==> src/hdl/cpu_pkg.sv <==
// cpu package: shared widths, ALU and forwarding encodings, pipeline constants
package cpu_pkg;

    // data and register index widths
    typedef logic [31:0] word_t;
    typedef logic [4:0]  reg_addr_t;

    localparam int REG_COUNT = 32;

    // ALU operation codes
    typedef enum logic [3:0] {
        ADD  = 4'd0,
        SUB  = 4'd1,
        AND  = 4'd2,
        OR   = 4'd3,
        XOR  = 4'd4,
        NOR  = 4'd5,
        SLT  = 4'd6,
        SLTU = 4'd7,
        SLL  = 4'd8,
        SRL  = 4'd9
    } alu_op_t;

    // execute operand source
    typedef enum logic [1:0] {
        FWD_NONE = 2'd0,
        FWD_MEM  = 2'd1,
        FWD_WB   = 2'd2
    } fwd_sel_t;

    // issue queue depth, also the producer's starting credits
    localparam int ISSUE_CREDITS = 4;
    localparam int QPTR_W = $clog2(ISSUE_CREDITS);

    // data memory, word addressed by result bits 7:2
    localparam int DMEM_WORDS  = 64;
    localparam int DMEM_ADDR_W = 6;

endpackage

==> src/hdl/register_file.sv <==
// register file: 32 words, two read ports with write-through, r0 reads zero
module register_file (
    input  logic               CLK,
    input  logic               nRST,
    input  cpu_pkg::reg_addr_t rs_addr,
    input  cpu_pkg::reg_addr_t rt_addr,
    output cpu_pkg::word_t     rs_data,
    output cpu_pkg::word_t     rt_data,
    input  logic               wen,
    input  cpu_pkg::reg_addr_t wr_addr,
    input  cpu_pkg::word_t     wr_data
);

    cpu_pkg::word_t regs [cpu_pkg::REG_COUNT];

    always_ff @(posedge CLK, negedge nRST) begin
        if (!nRST) begin
            for (int i = 0; i < cpu_pkg::REG_COUNT; i++) begin
                regs[i] <= '0;
            end
        end else if (wen && wr_addr != '0) begin
            regs[wr_addr] <= wr_data;
        end
    end

    // same-cycle writeback shows up on the read port, never for r0
    assign rs_data = (wen && wr_addr != '0 && wr_addr == rs_addr) ? wr_data : regs[rs_addr];
    assign rt_data = (wen && wr_addr != '0 && wr_addr == rt_addr) ? wr_data : regs[rt_addr];

    // r0 stays zero across writes on both ports
    assert property (@(posedge CLK) disable iff (!nRST)
        (rs_addr == '0 |-> rs_data == '0) and (rt_addr == '0 |-> rt_data == '0));

endmodule

==> config.mk <==
export PLATFORM = sky130hd
export DESIGN_NAME = register_file
export DESIGN_NICKNAME = d
export VERILOG_FILES = /design/src/hdl/cpu_pkg.sv /design/src/hdl/register_file.sv
export SDC_FILE = /design/constraint.sdc
export NUM_CORES = 2
export LEC_CHECK = 0
export BUFFER_PORTS_ARGS = -buffer_cell sky130_fd_sc_hd__buf_4
export CORE_MARGIN = 3
export CORE_UTILIZATION = 55
export CTS_BUF_LIST = sky130_fd_sc_hd__clkbuf_4
export DETAILED_ROUTE_END_ITERATION = 10
export GPL_TIMING_DRIVEN = 0
export HOLD_SLACK_MARGIN = 0.06
export PLACE_DENSITY_LB_ADDON = 0.2
export SLEW_MARGIN = 20
export SYNTH_ARGS = -nofsm -noshare
export SYNTH_HDL_FRONTEND = slang
export SYNTH_SLANG_ARGS = --single-unit
==> constraint.sdc <==
create_clock -name CLK -period 2.5 [get_ports CLK]
set_input_delay 0.5 -clock CLK [delete_from_list [all_inputs] [get_ports CLK]]
set_output_delay 0.5 -clock CLK [all_outputs]
set_load 0.01 [all_outputs]
==> results.yml <==
detailed_routing:
  drc_errors: 0
  wire_per_inst_um: 37.2
  via_per_inst: 7.21
  drt-initial-drc-count: 5283
  drt_wl_total_mm: 202
  drtAntennaViolNets: 0
  vias: 39100
  firstDrtPassIters: 8
power_and_ir_drop:
  worst_ir_drop_vdd_uv: 524
  leakagePower_nw: 27.2
  power_mw: 49.0
  powerDensity_nw_per_um2: 781
worst_setup_path:
  path_cells: "mux4_2, mux4_2, nand2_2, nand3_2, mux2_4, buf_6"
  critPathMaxStageDelay_ns: 0.50
  path_common_cell: "mux4_2"
  cp_top_family: "multiplexers"
  cp_max_fo: 3
  cpMaxStageDelayCell: "mux4_2"
  crit_arrival_ns: 3.12
  setup.worst_path.start_class: "register"
  end_kind: "output pin"
  worst-path-buf-inv: 1
  worstSetupPathType: "reg2out"
  cp_data_required_time_ns: 2.00
floorplan:
  die_x_um: 318
  start_util_pct: 55.9
  row_count: 113
  fp.dieArea_um2: 101000
  io_pins: 114
  coreArea_um2: 95600
  die_y_um: 318
final_layout:
  top_regs: "regs x1024"
  multi_input_area_um2: 27300
  layout_commonest_cell: "dfrtp_1"
  finalNonFillerCells: 5424
  largest_register: "regs"
  final_cell_mix: "1,024 x dfrtp_1, 905 x mux2_2, 511 x mux4_2"
  n_fill_cell: 7007
  drive_above_1_share_pct: 59.1
  seqCellArea_um2: 25600
  largest_reg_flops: 1024
  utilization_pct: 65.7
  syn_to_final_growth_pct: 17.5
  fin_nets: 4028
placed_design:
  place.port_buffers: 104
  place_congestion: 0.968
  dp.cells: 4860
  dp_slack_ns: -1.64
  hpwl_mm: 129
sta:
  max-slew-margin-rel_pct: 12.7
  fin_ws_ns: -1.12
  fin_hold_ws_ns: 0.165
  final_hold_viol_count: 0
  skew_ns: 0
  fmax_mhz: 276
  final-setup-viol-count: 116
  fin_crit_sh_pct: 145
  slew_viol_final: 0
  rsz0062_at_grt: "true"
  worst_slew_pin_slew_ns: 1.31
  min_period_ns: 3.62
status:
  status: "complete, but fails checks"
  violations: "setup timing"
yosys:
  synth_cell_type_count: 41
  muxShareOfSynthArea_pct: 42.6
  synth_compound_area_share_pct: 3.64
  syn_area_um2: 53400
  synthCells: 3483
  synth-edff-count: 0
  seq_area_frac_synth_pct: 48.0
  ys_warn_count: 0
  synth_fa_ha_area_share_pct: 0
  synth_top_family_by_area: "multiplexers"
  ys.flop_type: "dfrtp_1"
  synth_nets: 3533
  synth_xor_area_share_pct: 0.164
  synth-simple-area-share_pct: 2.07
  synth_seq_cells: 1024
  async_flop_share_pct: 100
  avgSynthCellArea_um2: 15.3
cts:
  cts_sinks: 1024
  clk_pin_slew_worst_paths_ns: 0.08
  cts_buffers: 297
  cts_max_level: 5
  cts_root_buffer: "clkbuf_4"
  clk_latency_ns: 1.12
  cts_tree: "done"
  clockBufferDepth: 4
grt:
  grt_max_degree: 137
  grt_overflow: 0
  grt_pass1_wl_mm: 281
  grt_pass1_vias: 39600
  grt_use_total_pct: 39.5
  antenna_found_initial: 14
worst_hold_path:
  hold_path_class: "in2reg"
job:
  maxCapViolCount: 0
==> cell type report <==
| cell class | instances | area share (%) |
|---|---|---|
| multi-input combinational | 2044 | 43.6 |
| sequential | 1024 | 40.8 |
| clock buffer | 429 | 5.13 |
| buffer | 412 | 3.95 |
| timing repair buffer | 196 | 3.37 |
| tap | 1265 | 2.52 |
| clock inverter | 41 | 0.580 |
| antenna | 10 | 0.0399 |
| inverter | 3 | 0.0179 |
==> power by group <==
part	internal (mW)	leakage [nW]	switching (mW)
sequential	19.7	13.1	2.28
combinational	6.46	12.0	4.52
clock	8.58	2.14	7.43
total	34.8	27.2	14.2
==> synth_stat cells (10+ instances only) <==
cell type	instances	area share [%]
nor2_1	22	0.15
mux2_2	906	19
dfrtp_1	1024	48
mux4_2	511	22
or4_1	62	0.87
nand3_1	10	0.094
o22ai_1	248	2.9
buf_4	45	0.63
mux2_1	87	1.8
buf_1	50	0.35
o21ai_1	62	0.58
clkbuf_1	221	1.6
buf_2	87	0.82
nand2_1	83	0.58
==> stage by stage <==
stage          instance area, µm²  TNS [ns]
2_1_floorplan               54000    -0.155
3_3_place_gp                56300         -
3_5_place_dp                56600   -761.17
4_1_cts                     61700    -56.21
5_1_grt                     62700    -56.21
6_report                    62800    -59.68
==> worst paths after layout <==
check	start	to	slack, ns	depth (start not counted)
min reg2reg	regs[1018]$_DFFE_PN0P_	regs[1018]$_DFFE_PN0P_	0.48	1
max	regs[830]$_DFFE_PN0P_	rs_data[30]	-1.12	6
max reg2reg	regs[540]$_DFFE_PN0P_	regs[540]$_DFFE_PN0P_	1.55	2
min in group asynchronous	nRST	regs[119]$_DFFE_PN0P_	0.55	4
min	wr_data[13]	regs[13]$_DFFE_PN0P_	0.16	3
max in group asynchronous	nRST	regs[356]$_DFFE_PN0P_	0.17	8
==> worst register-to-register path, cell delays in order, from the launching register on <==
cell     delay [ns]
dfrtp_1        0.43
buf_4          0.16
mux2_2         0.25
==> routing by layer <==
layer  vias to the layer above  part of all wire, %  global-route usage [%]
li1                      14800                    -                       -
met1                     20400                   35                    49.7
met2                      3083                   43                    55.6
met3                       853                   15                    18.2
met4                        10                  7.1                    23.9
met5                         -                 0.23                    1.32
==> timing repair <==
| action | in CTS | in global routing |
|---|---|---|
| gates cloned | 2 | 1 |
| resized for setup | 215 | 140 |
| hold buffers | 47 | 12 |
| buffers inserted | 4 | 18 |
| hold endpoints to repair | 1196 | 252 |
| pin swaps | 63 | 79 |
| setup endpoints to repair | 184 | 198 |
==> cells by family after synthesis <==
group,after synthesis
muxes,1510
DFF,1024
buffers and inverters,415
AOI/OAI and AO/OA,320
and+or+nand+nor,204
xor gates and xnor gates,10
Note: power is estimated with default switching activity, not from simulation.
