--- src/hdl/cpu_pkg.sv ---
// cpu package: shared widths, ALU and forwarding encodings, pipeline constants
package cpu_pkg;

    // data and register index widths
    typedef logic [31:0] word_t;
    typedef logic [4:0]  reg_addr_t;

    localparam int REG_COUNT = 32;

    // ALU operation codes
    typedef enum logic [3:0] {
        ADD  = 4'd0,
        SUB  = 4'd1,
        AND  = 4'd2,
        OR   = 4'd3,
        XOR  = 4'd4,
        NOR  = 4'd5,
        SLT  = 4'd6,
        SLTU = 4'd7,
        SLL  = 4'd8,
        SRL  = 4'd9
    } alu_op_t;

    // execute operand source
    typedef enum logic [1:0] {
        FWD_NONE = 2'd0,
        FWD_MEM  = 2'd1,
        FWD_WB   = 2'd2
    } fwd_sel_t;

    // issue queue depth, also the producer's starting credits
    localparam int ISSUE_CREDITS = 4;
    localparam int QPTR_W = $clog2(ISSUE_CREDITS);

    // data memory, word addressed by result bits 7:2
    localparam int DMEM_WORDS  = 64;
    localparam int DMEM_ADDR_W = 6;

endpackage

--- src/hdl/operand_stage.sv ---
// operand stage: credit queue, load-use hold, operand read, decode-to-execute latch
module operand_stage (
    input  logic               CLK,
    input  logic               nRST,
    input  logic               op_valid,
    input  cpu_pkg::alu_op_t   op_alu,
    input  cpu_pkg::reg_addr_t op_rs,
    input  cpu_pkg::reg_addr_t op_rt,
    input  cpu_pkg::reg_addr_t op_rd,
    input  cpu_pkg::word_t     op_imm,
    input  logic               op_alusrc,
    input  logic               op_regwen,
    input  logic               op_load,
    input  logic               op_store,
    input  logic               freeze,
    input  logic               ex_load,
    input  cpu_pkg::reg_addr_t ex_rd,
    output cpu_pkg::reg_addr_t rs_addr,
    output cpu_pkg::reg_addr_t rt_addr,
    input  cpu_pkg::word_t     rs_data,
    input  cpu_pkg::word_t     rt_data,
    output logic               credit_return,
    output logic               id_valid,
    output cpu_pkg::alu_op_t   id_alu,
    output cpu_pkg::reg_addr_t id_rs,
    output cpu_pkg::reg_addr_t id_rt,
    output cpu_pkg::reg_addr_t id_rd,
    output cpu_pkg::word_t     id_a,
    output cpu_pkg::word_t     id_b,
    output cpu_pkg::word_t     id_imm,
    output logic               id_alusrc,
    output logic               id_regwen,
    output logic               id_load,
    output logic               id_store
);

    // queue storage, flags are {alusrc, regwen, load, store}
    cpu_pkg::alu_op_t   q_alu   [cpu_pkg::ISSUE_CREDITS];
    cpu_pkg::reg_addr_t q_rs    [cpu_pkg::ISSUE_CREDITS];
    cpu_pkg::reg_addr_t q_rt    [cpu_pkg::ISSUE_CREDITS];
    cpu_pkg::reg_addr_t q_rd    [cpu_pkg::ISSUE_CREDITS];
    cpu_pkg::word_t     q_imm   [cpu_pkg::ISSUE_CREDITS];
    logic [3:0]         q_flags [cpu_pkg::ISSUE_CREDITS];

    logic [cpu_pkg::QPTR_W-1:0] wr_ptr;
    logic [cpu_pkg::QPTR_W-1:0] rd_ptr;
    logic [cpu_pkg::QPTR_W:0]   count;
    logic                       hazard;
    logic                       move;

    // register file is read for the queue head
    assign rs_addr = q_rs[rd_ptr];
    assign rt_addr = q_rt[rd_ptr];

    // load in execute feeding the head costs one bubble
    assign hazard = ex_load && ex_rd != '0 && (ex_rd == rs_addr || ex_rd == rt_addr);
    assign move = (count != '0) && !freeze && !hazard;
    assign credit_return = move;

    always_ff @(posedge CLK) begin
        if (op_valid) begin
            q_alu[wr_ptr]   <= op_alu;
            q_rs[wr_ptr]    <= op_rs;
            q_rt[wr_ptr]    <= op_rt;
            q_rd[wr_ptr]    <= op_rd;
            q_imm[wr_ptr]   <= op_imm;
            q_flags[wr_ptr] <= {op_alusrc, op_regwen, op_load, op_store};
        end
    end

    always_ff @(posedge CLK, negedge nRST) begin
        if (!nRST) begin
            wr_ptr <= '0;
            rd_ptr <= '0;
            count  <= '0;
        end else begin
            if (op_valid) begin
                wr_ptr <= wr_ptr + 1'b1;
            end
            if (move) begin
                rd_ptr <= rd_ptr + 1'b1;
            end
            case ({op_valid, move})
                2'b10:   count <= count + 1'b1;
                2'b01:   count <= count - 1'b1;
                default: count <= count;
            endcase
        end
    end

    // execute latch control, a stall or empty queue loads a bubble
    always_ff @(posedge CLK, negedge nRST) begin
        if (!nRST) begin
            id_valid  <= 1'b0;
            id_regwen <= 1'b0;
            id_load   <= 1'b0;
            id_store  <= 1'b0;
            id_rd     <= '0;
        end else if (!freeze) begin
            id_valid  <= move;
            id_regwen <= move && q_flags[rd_ptr][2];
            id_load   <= move && q_flags[rd_ptr][1];
            id_store  <= move && q_flags[rd_ptr][0];
            id_rd     <= q_rd[rd_ptr];
        end
    end

    // execute latch payload
    always_ff @(posedge CLK) begin
        if (move) begin
            id_alu    <= q_alu[rd_ptr];
            id_rs     <= q_rs[rd_ptr];
            id_rt     <= q_rt[rd_ptr];
            id_a      <= rs_data;
            id_b      <= rt_data;
            id_imm    <= q_imm[rd_ptr];
            id_alusrc <= q_flags[rd_ptr][3];
        end
    end

    // producer only issues while holding a credit
    assert property (@(posedge CLK) disable iff (!nRST)
        op_valid |-> count < cpu_pkg::ISSUE_CREDITS);

endmodule

--- config.mk ---
export PLATFORM = sky130hd
export DESIGN_NAME = operand_stage
export DESIGN_NICKNAME = d
export VERILOG_FILES = /design/src/hdl/cpu_pkg.sv /design/src/hdl/operand_stage.sv
export SDC_FILE = /design/constraint.sdc
export NUM_CORES = 1
export LEC_CHECK = 0
export CORE_UTILIZATION = 24
export DETAILED_ROUTE_END_ITERATION = 8
export DONT_BUFFER_PORTS = 1
export PLACE_DENSITY = 0.37
export SLEW_MARGIN = 20
export SYNTH_ARGS = -nofsm -noshare
export SYNTH_HDL_FRONTEND = slang
export SYNTH_SLANG_ARGS = --single-unit
--- constraint.sdc ---
create_clock -name CLK -period 5 [get_ports CLK]
set_input_delay 1 -clock CLK [delete_from_list [all_inputs] [get_ports CLK]]
set_output_delay 1 -clock CLK [all_outputs]
set_load 0.02 [all_outputs]
==> run_results.csv <==
group,metric,value,unit
setup_path,end_kind,"primary output",
sta,relSlewSlack,0.324,
detailed_routing,drtAntennaViolNets,0,
place,port_buffers,0,
final_layout,mostFrequentLayoutCell,"edfxtp_1",
global_routing,grt_max_degree,94,
sta,worst_slack,1220,ps
cts,postCtsResizedCells,0,
synth,netlist_area,0.0122,mm2
floorplan,num_rows,82,
global_routing,grtUsageTotal,0.0989,
sta,fmax,264,MHz
detailed_routing,drtPass1Iterations,4,
floorplan,io_pins,260,
setup_path,cp.required,4000,ps
sta,setup_viol,0,
floorplan,core_area,0.0503,mm2
synth,synth-seq-area-share,0.845,
detailed_routing,vias,4861,
floorplan,die_h,228,um
floorplan,start_util,0.243,
sta,post-route-period-util,0.756,
final_layout,diodes,0,
final_layout,area_growth,16.6,%
synth,synth.avg_cell_area,25.4,um2
final_layout,drive_gt1_frac,0.224,
pwr,p_total,8.99,mW
outcome,outcome,"completed",
final_layout,nNetsFinal,650,
synth,synth.distinct_cells,32,
run,drv_cap,0,
detailed_routing,drtIter0Drc,221,
global_routing,grt_antenna_before_repair,0,
setup_path,startpoint_type,"register",
sta,skew,11.3,ps
place,place_hpwl,14.8,mm
floorplan,die_w,228,um
detailed_routing,wl_per_cell,20.7,um
synth,syn_inst,481,
global_routing,first_global_vias,5420,
pwr,p_leak,4.52,nW
cts,cts_tree,"built",
cts,path_clk_slew,60,ps
sta,slew_viol_final,0,
setup_path,cp_data_arrival_time,2780,ps
sta,finalHoldViolations,0,
detailed_routing,drt_wl_total,25.2,mm
cts,insertion_delay,540,ps
synth,synth_seq_cells,347,
setup_path,critical_path_class,"register to primary output",
final_layout,utilization,0.284,
final_layout,final-seq-area,0.0103,mm2
cts,cts_root_buf,"clkbuf_16",
final_layout,layout_common_cells,"331 x edfxtp_1, 50 x mux4_2, 43 x clkbuf_16, 14 x dfrtp_1, 12 x clkbuf_1",
cts,clockBufferDepth,3,
final_layout,fillers,4910,
cts,hold_buffers,0,
pwr,power_density,630,mW/mm2
pwr,vdd_drop_max,0.283,mV
worst_hold_path,min_path_type,"primary input to async pin",
sta,rsz0062_at_grt,"no",
cts,cts_made_buffers,41,
detailed_routing,route.detailed.drc,0,
synth,syn-num-nets,616,
cts,clock-sinks,347,
cts,h-tree-depth,2,
global_routing,grt_overflow,0,
setup_path,path_max_fanout,36,
final_layout,multiInputGateArea,0.00177,mm2
cts,postCtsSetupRepairBufs,0,
sta,worstMarginPinSlew,1010,ps
global_routing,grt_pass1_wl,37.6,mm
place,post-place-ws,1510,ps
sta,period_needed,3780,ps
place,place.gp.congestion,0.707,
floorplan,die_area,0.0519,mm2
synth,yosys_warnings,0,
detailed_routing,routed_via_density,3.99,
stage by stage:
stage               cell area (um2)  std cells  hold slack, ps  setup TNS (ps)
floorplan                     12200        481             443           -1970
global placement              13000       1144             460               0
detailed placement            13000       1144             467               0
CTS                           14300       1217            93.6               0
global route                  14300       1217             106               0
finish                        14300       1217             148               0
Yosys cell counts (all sizes together):
| cell type | number | area [um2] |
|---|---|---|
| nor2 | 3 | 13.8 |
| o21ai | 1 | 5.00 |
| a2111oi | 1 | 27.5 |
| nand3 | 3 | 15.0 |
| dfrtp | 16 | 400 |
| mux2i | 7 | 70.1 |
| mux2 | 5 | 56.3 |
| buf | 12 | 105 |
| ha | 5 | 62.6 |
| edfxtp | 331 | 9940 |
| nor3 | 3 | 26.3 |
| a22o | 3 | 26.3 |
| inv | 6 | 22.5 |
| nor4b | 1 | 8.76 |
| nand2 | 2 | 7.51 |
| or2 | 1 | 6.26 |
| xor2 | 9 | 78.8 |
| fa | 1 | 20.0 |
| nand4 | 1 | 6.26 |
| a21o | 1 | 7.51 |
| or3 | 1 | 11.3 |
| and2 | 4 | 25.0 |
| mux4 | 53 | 1200 |
| clkbuf | 2 | 11.3 |
| xnor2 | 9 | 78.8 |
metal layers:
| layer | vias to the layer above | share of wire | global-route usage |
|---|---|---|---|
| li1 | 2066 | - | - |
| met1 | 2543 | 0.40 | 0.114 |
| met2 | 204 | 0.48 | 0.160 |
| met3 | 48 | 0.088 | 0.0413 |
| met4 | 0 | 0.027 | 0.0437 |
| met5 | - | 0 | 0 |
state kept, by name, summed over array words and instances, names as in the netlist, 20 cells and up:
register	count
id_a	32
q_imm	128
q_rs	20
q_rt	20
id_b	32
id_imm	32
q_rd	20
worst max-delay path: stages, from the launching register on:
cell and delay [ps]:
dfrtp_4 810, mux4_1 550, xnor2_1 180, nand4_1 140, nor2_2 70, nor3_4 470
path summary, 6_finish.rpt:
| path | from | to | slack (ps) | cells past startpoint |
|---|---|---|---|---|
| max | rd_ptr[1] | credit_return | 1220 | 5 |
| min | nRST | wr_ptr[1] | 150 | 0 |
| max reg2reg | rd_ptr[1] | count[2] | 1600 | 11 |
| min reg2reg | count[2] | count[2] | 470 | 1 |
| max in group asynchronous | nRST | rd_ptr[1] | 4760 | 0 |
| min in group CLK | count[2] | count[2] | 470 | 1 |
cell type report:
type / count / share of cell area
Sequential cell: 347 / 0.725
Inverter: 6 / 0.00158
Multi-Input combinational cell: 114 / 0.124
Clock inverter: 18 / 0.00789
Clock buffer: 55 / 0.0786
Tap cell: 672 / 0.0589
Timing Repair Buffer: 5 / 0.00351
kinds of logic after synthesis:
family,count (synthesis),synth area share
simple gates,19,0.00982
buf+inv,20,0.0113
flops,347,0.845
compound gates,6,0.00542
xor+xnor,18,0.0129
mux,65,0.109
fa+ha+maj,6,0.00675
where the power goes:
| group | total (mW) | switching [mW] | internal (mW) |
|---|---|---|---|
| combinational | 1.46 | 0.846 | 0.617 |
| clock | 2.74 | 1.12 | 1.62 |
| sequential | 4.79 | 0.717 | 4.07 |
Power figures use the tool's default switching activity.
