--- config.mk ---
export PLATFORM = sky130hd
export DESIGN_NAME = execute_stage
export DESIGN_NICKNAME = d
export VERILOG_FILES = /design/src/hdl/cpu_pkg.sv /design/src/hdl/alu.sv /design/src/hdl/forwarding_unit.sv /design/src/hdl/execute_stage.sv
export SDC_FILE = /design/constraint.sdc
export NUM_CORES = 1
export LEC_CHECK = 0
export CELL_PAD_IN_SITES_DETAIL_PLACEMENT = 1
export CELL_PAD_IN_SITES_GLOBAL_PLACEMENT = 1
export CORE_MARGIN = 2
export CORE_UTILIZATION = 44
export DETAILED_ROUTE_END_ITERATION = 12
export DONT_BUFFER_PORTS = 1
export GPL_TIMING_DRIVEN = 0
export PLACE_DENSITY = 0.84
export SYNTH_ARGS = -nofsm -noshare
export SYNTH_HDL_FRONTEND = slang
export SYNTH_SLANG_ARGS = --single-unit
export TNS_END_PERCENT = 100
--- constraint.sdc ---
create_clock -name CLK -period 0.8 [get_ports CLK]
set_input_delay 0.16 -clock CLK [delete_from_list [all_inputs] [get_ports CLK]]
set_output_delay 0.16 -clock CLK [all_outputs]
set_load 0.01 [all_outputs]
--- src/hdl/cpu_pkg.sv ---
// cpu package: shared widths, ALU and forwarding encodings, pipeline constants
package cpu_pkg;

    // data and register index widths
    typedef logic [31:0] word_t;
    typedef logic [4:0]  reg_addr_t;

    localparam int REG_COUNT = 32;

    // ALU operation codes
    typedef enum logic [3:0] {
        ADD  = 4'd0,
        SUB  = 4'd1,
        AND  = 4'd2,
        OR   = 4'd3,
        XOR  = 4'd4,
        NOR  = 4'd5,
        SLT  = 4'd6,
        SLTU = 4'd7,
        SLL  = 4'd8,
        SRL  = 4'd9
    } alu_op_t;

    // execute operand source
    typedef enum logic [1:0] {
        FWD_NONE = 2'd0,
        FWD_MEM  = 2'd1,
        FWD_WB   = 2'd2
    } fwd_sel_t;

    // issue queue depth, also the producer's starting credits
    localparam int ISSUE_CREDITS = 4;
    localparam int QPTR_W = $clog2(ISSUE_CREDITS);

    // data memory, word addressed by result bits 7:2
    localparam int DMEM_WORDS  = 64;
    localparam int DMEM_ADDR_W = 6;

endpackage

--- src/hdl/alu.sv ---
// integer ALU: arithmetic, logic, compares and shifts with a zero flag
module alu (
    input  cpu_pkg::alu_op_t alu_op,
    input  cpu_pkg::word_t   port_a,
    input  cpu_pkg::word_t   port_b,
    output cpu_pkg::word_t   result,
    output logic             zero
);

    always_comb begin
        case (alu_op)
            cpu_pkg::ADD:  result = port_a + port_b;
            cpu_pkg::SUB:  result = port_a - port_b;
            cpu_pkg::AND:  result = port_a & port_b;
            cpu_pkg::OR:   result = port_a | port_b;
            cpu_pkg::XOR:  result = port_a ^ port_b;
            cpu_pkg::NOR:  result = ~(port_a | port_b);
            // signed and unsigned set-less-than
            cpu_pkg::SLT:  result = {31'd0, $signed(port_a) < $signed(port_b)};
            cpu_pkg::SLTU: result = {31'd0, port_a < port_b};
            // shift amount from b, shifted value is a
            cpu_pkg::SLL:  result = port_a << port_b[4:0];
            cpu_pkg::SRL:  result = port_a >> port_b[4:0];
            default:       result = '0;
        endcase
    end

    assign zero = (result == '0);

endmodule

--- src/hdl/forwarding_unit.sv ---
// forwarding unit: picks register, memory-stage or writeback data per operand
module forwarding_unit (
    input  cpu_pkg::reg_addr_t ex_rs,
    input  cpu_pkg::reg_addr_t ex_rt,
    input  cpu_pkg::reg_addr_t mem_rd,
    input  cpu_pkg::reg_addr_t wb_rd,
    input  logic               mem_regwen,
    input  logic               wb_regwen,
    input  logic               mem_load,
    output cpu_pkg::fwd_sel_t  sel_a,
    output cpu_pkg::fwd_sel_t  sel_b
);

    // newest producer wins, so memory stage is checked first
    function automatic cpu_pkg::fwd_sel_t pick(input cpu_pkg::reg_addr_t src);
        cpu_pkg::fwd_sel_t sel;
        sel = cpu_pkg::FWD_NONE;
        if (src != '0) begin
            // a load in memory has no result yet, the load-use hold covers it
            if (mem_regwen && !mem_load && mem_rd == src) begin
                sel = cpu_pkg::FWD_MEM;
            end else if (wb_regwen && wb_rd == src) begin
                sel = cpu_pkg::FWD_WB;
            end
        end
        return sel;
    endfunction

    assign sel_a = pick(ex_rs);
    assign sel_b = pick(ex_rt);

endmodule

--- src/hdl/execute_stage.sv ---
// execute stage: forwarded operand muxing, ALU and the execute-to-memory latch
module execute_stage (
    input  logic               CLK,
    input  logic               nRST,
    input  logic               freeze,
    input  logic               id_valid,
    input  cpu_pkg::alu_op_t   id_alu,
    input  cpu_pkg::reg_addr_t id_rs,
    input  cpu_pkg::reg_addr_t id_rt,
    input  cpu_pkg::reg_addr_t id_rd,
    input  cpu_pkg::word_t     id_a,
    input  cpu_pkg::word_t     id_b,
    input  cpu_pkg::word_t     id_imm,
    input  logic               id_alusrc,
    input  logic               id_regwen,
    input  logic               id_load,
    input  logic               id_store,
    input  cpu_pkg::word_t     mem_fwd_data,
    input  cpu_pkg::word_t     wb_fwd_data,
    input  cpu_pkg::reg_addr_t mem_rd,
    input  cpu_pkg::reg_addr_t wb_rd,
    input  logic               mem_regwen,
    input  logic               wb_regwen,
    input  logic               mem_load,
    output logic               mem_valid,
    output cpu_pkg::reg_addr_t mem_rd_out,
    output logic               mem_regwen_out,
    output logic               mem_load_out,
    output logic               mem_store_out,
    output cpu_pkg::word_t     mem_result,
    output cpu_pkg::word_t     mem_store_data
);

    cpu_pkg::fwd_sel_t sel_a;
    cpu_pkg::fwd_sel_t sel_b;
    cpu_pkg::word_t    fwd_a;
    cpu_pkg::word_t    fwd_b;
    cpu_pkg::word_t    alu_b;
    cpu_pkg::word_t    alu_result;

    function automatic cpu_pkg::word_t fwd_mux(input cpu_pkg::fwd_sel_t sel,
                                               input cpu_pkg::word_t reg_val);
        case (sel)
            cpu_pkg::FWD_MEM: return mem_fwd_data;
            cpu_pkg::FWD_WB:  return wb_fwd_data;
            default:          return reg_val;
        endcase
    endfunction

    forwarding_unit i_fwd (
        .ex_rs      (id_rs),
        .ex_rt      (id_rt),
        .mem_rd     (mem_rd),
        .wb_rd      (wb_rd),
        .mem_regwen (mem_regwen),
        .wb_regwen  (wb_regwen),
        .mem_load   (mem_load),
        .sel_a      (sel_a),
        .sel_b      (sel_b)
    );

    assign fwd_a = fwd_mux(sel_a, id_a);
    assign fwd_b = fwd_mux(sel_b, id_b);
    // immediate takes priority over a forwarded rt
    assign alu_b = id_alusrc ? id_imm : fwd_b;

    alu i_alu (
        .alu_op (id_alu),
        .port_a (fwd_a),
        .port_b (alu_b),
        .result (alu_result),
        .zero   ()
    );

    // memory latch control, held while frozen
    always_ff @(posedge CLK, negedge nRST) begin
        if (!nRST) begin
            mem_valid      <= 1'b0;
            mem_rd_out     <= '0;
            mem_regwen_out <= 1'b0;
            mem_load_out   <= 1'b0;
            mem_store_out  <= 1'b0;
        end else if (!freeze) begin
            mem_valid      <= id_valid;
            mem_rd_out     <= id_rd;
            mem_regwen_out <= id_regwen;
            mem_load_out   <= id_load;
            mem_store_out  <= id_store;
        end
    end

    always_ff @(posedge CLK) begin
        if (!freeze) begin
            mem_result     <= alu_result;
            mem_store_data <= fwd_b;
        end
    end

endmodule

==> impl_metrics.toml, run 1 <==
[routing]
drc = 0
drt-pass1-iter-count = 6
finalWirelength_um = 84200
wl_per_cell_um = 38.0
ant_nets = 0
drt-initial-drc-count = 2766
num_vias = 17000
via_per_inst = 7.68

[die]
die-area_mm2 = 0.0298
dieWidth_um = 173
io_pins = 273
die-height_um = 173
core_area_mm2 = 0.0279
start_util_pct = 44.8
std_cell_rows = 61

[cts]
postCtsHoldBufs = 10
clock-sinks = 73
path_clk_slew_ps = 80
clock-root-buffer = "clkbuf_16"
cts_buffers = 9
clk_path_buf_depth = 2
tritoncts = "done"
cts-htree-levels = 3
clkLatencyLatePin_ps = 380

[timing]
period_needed_ps = 5120
setup_viol = 146
rsz0062_at_grt = "true"
max_freq_mhz = 195
worst_slew_pin_slew_ps = 1450
slew_headroom_pct = 2.47
min_period_over_period_pct = 640
hold_ws_ps = -38.2
clock_skew_ps = 0
maxSlewViolCount = 0
worst_slack_ps = -4320
final_hold_viol_count = 17

[setup_path]
rrSetupSlack_ps = -80
criticalPathCategory = "input pin to flip-flop"
critical_path.slowest_cell = "nor2b_1"
critPathMaxStageDelay_ps = 470
path_common_cell = "buf_6"
ff2ff_path_depth = 1
critPathArrivalTime_ps = 5210
endpoint_kind = "flip-flop"
worstPathRequired_ps = 890
crit_path_max_fanout = 10
r2r-start = "mem_rd_out[4]$_DFFE_PN0N_"
crit_path_cell_trace = "xor2_4 > nor4_4 > nand3_2 > buf_6 > nand3_4 > inv_2 > ha_4 > buf_6 > buf_12 > buf_6 > a221o_1 > o21ai_2 > o21ai_2 > ha_1 > clkbuf_1 > o21ai_0 > nand2b_1 > nor2b_1 > nand2b_1 > o211ai_1 > a211oi_1 > o21ai_0 > o211ai_1"
worst_setup_path_start_kind = "input pin"
reg2reg_to = "mem_rd_out[4]$_DFFE_PN0N_"

[finish]
fin_area_mm2 = 0.0169
drive_gt1_share_pct = 28.4
multi_input_comb_area_mm2 = 0.0110
fillers = 3275
fin_nets = 2134
area_delta_synth_final_pct = 34.9
seq_area_mm2 = 0.00215
utilization_pct = 60.5

[power_and_ir_drop]
leakagePower_nw = 6.99
switching_power_mw = 12.2
pwr-share-clk_pct = 18.9
p_int_mw = 12.5
ir_drop_v = 0.000789
pwr-share-comb_pct = 60.1
switching_share_pct = 49.4
p_per_area_mw_per_mm2 = 1460
power.total_mw = 24.7
power_frac_seq_pct = 20.9

[synthesis]
synth_top_area_share_pct = 15.3
synthArstFlopShare_pct = 12.3
synth_top_area_cell = "edfxtp_1"
synthTopCellsByArea = "edfxtp_1 15%, ha_1 10%, mux2i_1 8.5%"
synth.top_cells.by_count = "193 x nand2_1, 158 x o21ai_0, 126 x inv_1, 115 x nor2_1, 106 x mux2i_1"
synth_seq_cells = 73
synth_most_common_cell = "nand2_1"
synth_edf_count = 64
synth_fp_nets = 1981
netlist_instances = 1675
yosys_warnings = 0
syn_area_mm2 = 0.0125
synth_area_per_cell_um2 = 7.48
synth_ff_type = "edfxtp_1"
ys_types = 78
ys_seq_area_share_pct = 17.1

[job]
drv_cap = 0

[outcome]
violations = "negative hold slack, negative setup slack"
run_status = "finished with violations"

[place]
place_ws_ps = -5530
hpwl_um = 57100
place_congestion = 1.06
dpl-instance-area_mm2 = 0.0135
io_buffers = 0

[grt]
grt_pass1_vias = 16200
antenna_found_initial = 1
grt_max_degree = 40
grt_pass1_wl_um = 111000
track_usage_pct = 50.0
grt_overflow = 0

[min_path]
hp-class = "input pin to flip-flop"
hold_depth = 2
min_to = "mem_store_data[27]$_DFFE_PN_"
min_from = "id_b[27]"
per-layer routing:
metal  global-route usage, %  part of all wire (%)  vias up
met5                       0                     0        -
met4                    33.4                   9.8        0
met3                    13.5                    13      556
met2                    78.2                    42     1755
met1                    60.3                    35     8117
li1                        -                     -     6567
how the worst max path moves through the flow:
stage,from,to,slack [ps],cells after the start
detailed placement,mem_rd[3],mem_result[0]$_DFFE_PN_,-5530,21
CTS,mem_rd[0],mem_result[0]$_DFFE_PN_,-4120,25
global route,mem_rd[3],mem_result[31]$_DFFE_PN_,-4520,19
global placement,mem_rd[3],mem_result[0]$_DFFE_PN_,-5460,21
floorplan,id_rt[1],mem_result[0]$_DFFE_PN_,-3960,23
finish,id_rt[3],mem_result[25]$_DFFE_PN_,-4320,23
final cells by class:
cell class	count	share of cell area, %
Multi-Input combinational cell	1345	64.9
Sequential cell	73	12.7
Timing Repair Buffer	156	8.72
Buffer	112	5.86
Inverter	130	3.15
Tap cell	378	2.80
Clock buffer	10	1.48
Clock inverter	6	0.311
Timing Repair inverter	1	0.0444
Antenna cell	3	0.0444
layout by cell type, fill, tap and decap left out, types with 19 or more instances in the layout:
cell type / synthesis / layout
a21oi_1: 93 / 68
clkbuf_16: 0 / 21
a221o_1: 55 / 55
mux2i_1: 106 / 97
a21oi_2: 0 / 19
inv_1: 126 / 114
edfxtp_1: 64 / 64
buf_4: 7 / 101
buf_12: 0 / 19
o21ai_0: 158 / 65
clkbuf_1: 89 / 50
nand3_1: 35 / 31
nor3_1: 23 / 21
ha_1: 104 / 83
nand2_1: 193 / 189
o21ai_2: 1 / 54
a221oi_1: 30 / 19
nor2_1: 115 / 108
buf_6: 5 / 41
o21ai_1: 12 / 34
a21o_1: 20 / 20
o211ai_1: 38 / 38
a22oi_1: 35 / 33
through the flow:
stage          TNS, ps  hold slack [ps]  std cells
6_report       -178280            -38.2       2214
3_3_place_gp   -287620             -135       2053
5_1_grt        -182520            -30.7       2212
2_1_floorplan  -205860             -136       1675
3_5_place_dp   -253180             -135       2055
4_1_cts        -167210            -37.1       2169
critical path, delay by kind of cell:
| kind | cells | cell delay, ps |
|---|---|---|
| fa+ha+maj | 2 | 530 |
| simple gates | 6 | 1450 |
| buf+inv | 6 | 1000 |
| xor+xnor | 1 | 170 |
| compound gates | 8 | 1910 |
cells by family after synthesis:
family                     after synthesis  share of synthesized area [%]
DFF                                     73                           17.1
buffers and inverters                  257                           8.43
and+or+nand+nor                        455                           16.3
AOI/OAI and AO/OA                      626                           34.7
muxes                                  133                           11.0
adders and majority gates              106                           10.7
xor gates and xnor gates                25                           1.75
timing repair:
action	in CTS	in global routing
gates resized for setup	336	149
setup buffers	95	61
pin swaps	82	110
hold endpoints to repair	42	16
cloned	2	2
endpoints found under the setup margin	209	146
state kept, by name, summed over array words and instances, names as in the netlist:
register / flops
mem_store_out: 1
mem_rd_out: 5
mem_regwen_out: 1
mem_valid: 1
mem_store_data: 32
mem_result: 32
mem_load_out: 1
power groups by stage:
| stage | logic [mW] | registers [mW] | clock network, mW |
|---|---|---|---|
| 6_report | 14.9 | 5.17 | 4.68 |
| 5_1_grt | 15.0 | 5.19 | 4.68 |
| 4_1_cts | 12.5 | 5.15 | 4.50 |
| 3_5_place_dp | 10.4 | 5.22 | 0 |
| 3_3_place_gp | 10.2 | 5.22 | 0 |
| 2_1_floorplan | 6.99 | 5.16 | 0 |
Power figures use the tool's default switching activity.
==> run 2: changes to the inputs <==
--- a/config.mk
+++ b/config.mk
@@ -13,6 +13,7 @@
 export DONT_BUFFER_PORTS = 1
 export GPL_TIMING_DRIVEN = 0
 export PLACE_DENSITY = 0.84
+export SKIP_LAST_GASP = 1
 export SYNTH_ARGS = -nofsm -noshare
 export SYNTH_HDL_FRONTEND = slang
 export SYNTH_SLANG_ARGS = --single-unit
==> run 2 against run 1 <==
  * The flow finishes with violations (negative hold slack, max-capacitance violations, max-slew violations, negative setup slack)
  * Maximum frequency shrank 2.1%
  * Cell count shrank 0.54%
  * Core utilization shrank 1.1 points
  * Clock power is essentially flat
  * Cell area shrank 1.8%
  * Sequential share of layout area grew 0.23 points
  * Flip-flop and latch count is the same
  * Non-clock buffer count shrank 11
  * Clock-buffer cell count is the same
==> impl_metrics.toml, run 2 (synthesis gave the netlist of run 1 again) <==
[finish]
biggestRegsByFlops = "mem_result (32), mem_store_data (32), mem_rd_out (5)"
layout_commonest_cell = "nand2_1"
drive_gt1_share_pct = 27.3
utilization_pct = 59.4
final_cell_mix = "190 x nand2_1, 117 x inv_1, 110 x buf_4, 106 x nor2_1, 97 x mux2i_1"
area_delta_synth_final_pct = 32.5
fin_nets = 2123

[setup_path]
worst_setup_path_start_kind = "input pin"
r2r-start = "mem_rd_out[4]$_DFFE_PN0N_"
criticalPathCategory = "input pin to flip-flop"
critPathMaxStageDelay_ps = 750
reg2reg_to = "mem_rd_out[4]$_DFFE_PN0N_"
crit_path_max_fanout = 10
ff2ff_path_depth = 1
rrSetupSlack_ps = -80
critPathArrivalTime_ps = 5310
endpoint_kind = "flip-flop"
crit_path_cell_trace = "or4_1 > nor2_1 > nor2_2 > inv_1 > ha_1 > buf_2 > a22oi_1 > o21ai_1 > ha_4 > nor2b_1 > and2_2 > a221o_1 > a2111oi_4 > buf_4 > buf_4 > o21ai_2 > nand3_2 > a31oi_1 > a32o_2 > o2111ai_2"
path_common_cell = "buf_4"
cp-startpoint = "id_rs[2]"
critical_path.slowest_cell = "o21ai_1"
worstPathRequired_ps = 880

[die]
core_area_mm2 = 0.0279
die-area_mm2 = 0.0298
die-height_um = 173
std_cell_rows = 61
io_pins = 273
dieWidth_um = 173
start_util_pct = 44.8

[grt]
grt_pass1_vias = 16400
antenna_found_initial = 2
track_usage_pct = 49.8
grt_pass1_wl_um = 111000
grt_overflow = 0
grt_max_degree = 40

[routing]
wl_per_cell_um = 37.1
finalWirelength_um = 81600
drc = 0
ant_nets = 0
via_per_inst = 7.52
drt-initial-drc-count = 2383
drt-pass1-iter-count = 6
num_vias = 16600

[timing]
final_hold_viol_count = 19
maxSlewViolCount = 10
hold_ws_ps = -40.9
slew_headroom_pct = -4.82
setup_viol = 146
worst_slew_pin_slew_ps = 1570
rsz0062_at_grt = "true"
totalNegativeSetupSlack_ps = -179270
period_needed_ps = 5230
clock_skew_ps = 0
min_period_over_period_pct = 654
worst_slack_ps = -4430
max_freq_mhz = 191

[power_and_ir_drop]
ir_drop_v = 0.000848
p_per_area_mw_per_mm2 = 1470
leakagePower_nw = 6.86

[place]
hpwl_um = 57100
place_ws_ps = -5530
place_congestion = 1.06
io_buffers = 0

[job]
drv_cap = 1

[cts]
cts_buffers = 9
clkLatencyLatePin_ps = 380
clock-root-buffer = "clkbuf_16"
clk_path_buf_depth = 2
path_clk_slew_ps = 80
cts-htree-levels = 3
tritoncts = "done"
clock-sinks = 73
postCtsHoldBufs = 10

[min_path]
hold_depth = 2
min_to = "mem_store_data[25]$_DFFE_PN_"
min_from = "id_b[25]"
hp-class = "input pin to flip-flop"

[outcome]
run_status = "finished with violations"
violations = "negative hold slack, max-capacitance violations, max-slew violations, negative setup slack"
run 2: worst max-delay path: cells and delay by family:
kind | cells | cell delay, ps
buffers and inverters | 4 | 660
and+or+nand+nor | 6 | 1520
adders and majority gates | 2 | 600
AOI/OAI and AO/OA | 8 | 2340
run 2: layout make-up:
type,count,area [um2]
well taps,378,473
clock inverters,6,52.6
diodes,2,5.00
clock buffers,10,250
flip-flops and latches,73,2150
fillers,3312,11300
repair inverters,1,7.51
repair buffers,147,1280
plain buffers,110,982
inverters,130,533
multi-input cells,1345,10900
run 2: power breakdown:
| part | switching, mW | internal, mW | leakage [nW] |
|---|---|---|---|
| clock | 2.30 | 2.37 | 0.151 |
| combinational | 9.24 | 5.32 | 5.98 |
| sequential | 0.433 | 4.73 | 0.728 |
| total | 12.0 | 12.4 | 6.86 |
run 2: per-layer routing:
| layer | track usage [%] | vias up | share of wire [%] |
|---|---|---|---|
| met5 | 0 | - | 0 |
| met4 | 33.2 | 0 | 9.5 |
| met3 | 12.6 | 496 | 13 |
| met2 | 77.8 | 1524 | 42 |
| met1 | 60.7 | 8006 | 35 |
| li1 | - | 6535 | - |
run 2: worst max-delay path by stage:
| stage | endpoint | slack [ps] | cells past startpoint |
|---|---|---|---|
| after floorplan | mem_result[0]$_DFFE_PN_ | -3960 | 23 |
| after global placement | mem_result[0]$_DFFE_PN_ | -5460 | 21 |
| after detailed placement | mem_result[0]$_DFFE_PN_ | -5530 | 21 |
| after CTS | mem_result[0]$_DFFE_PN_ | -4120 | 25 |
| after global routing | mem_result[22]$_DFFE_PN_ | -4410 | 25 |
| final | mem_result[22]$_DFFE_PN_ | -4430 | 20 |
run 2: what timing repair did:
item	in CTS	in global routing
gates cloned	2	0
pin swaps	78	73
buffers inserted	95	41
gates resized for setup	310	117
endpoints found under the setup margin	209	146
hold endpoints to repair	42	14
run 2: metrics by stage:
stage | instances | area, um2 | total power [mW]
final | 2202 | 16600 | 24.4
after detailed placement | 2055 | 13500 | 15.7
after floorplan | 1675 | 13000 | 12.1
after global routing | 2202 | 16600 | 24.7
after global placement | 2053 | 13500 | 15.4
after CTS | 2169 | 15800 | 22.1
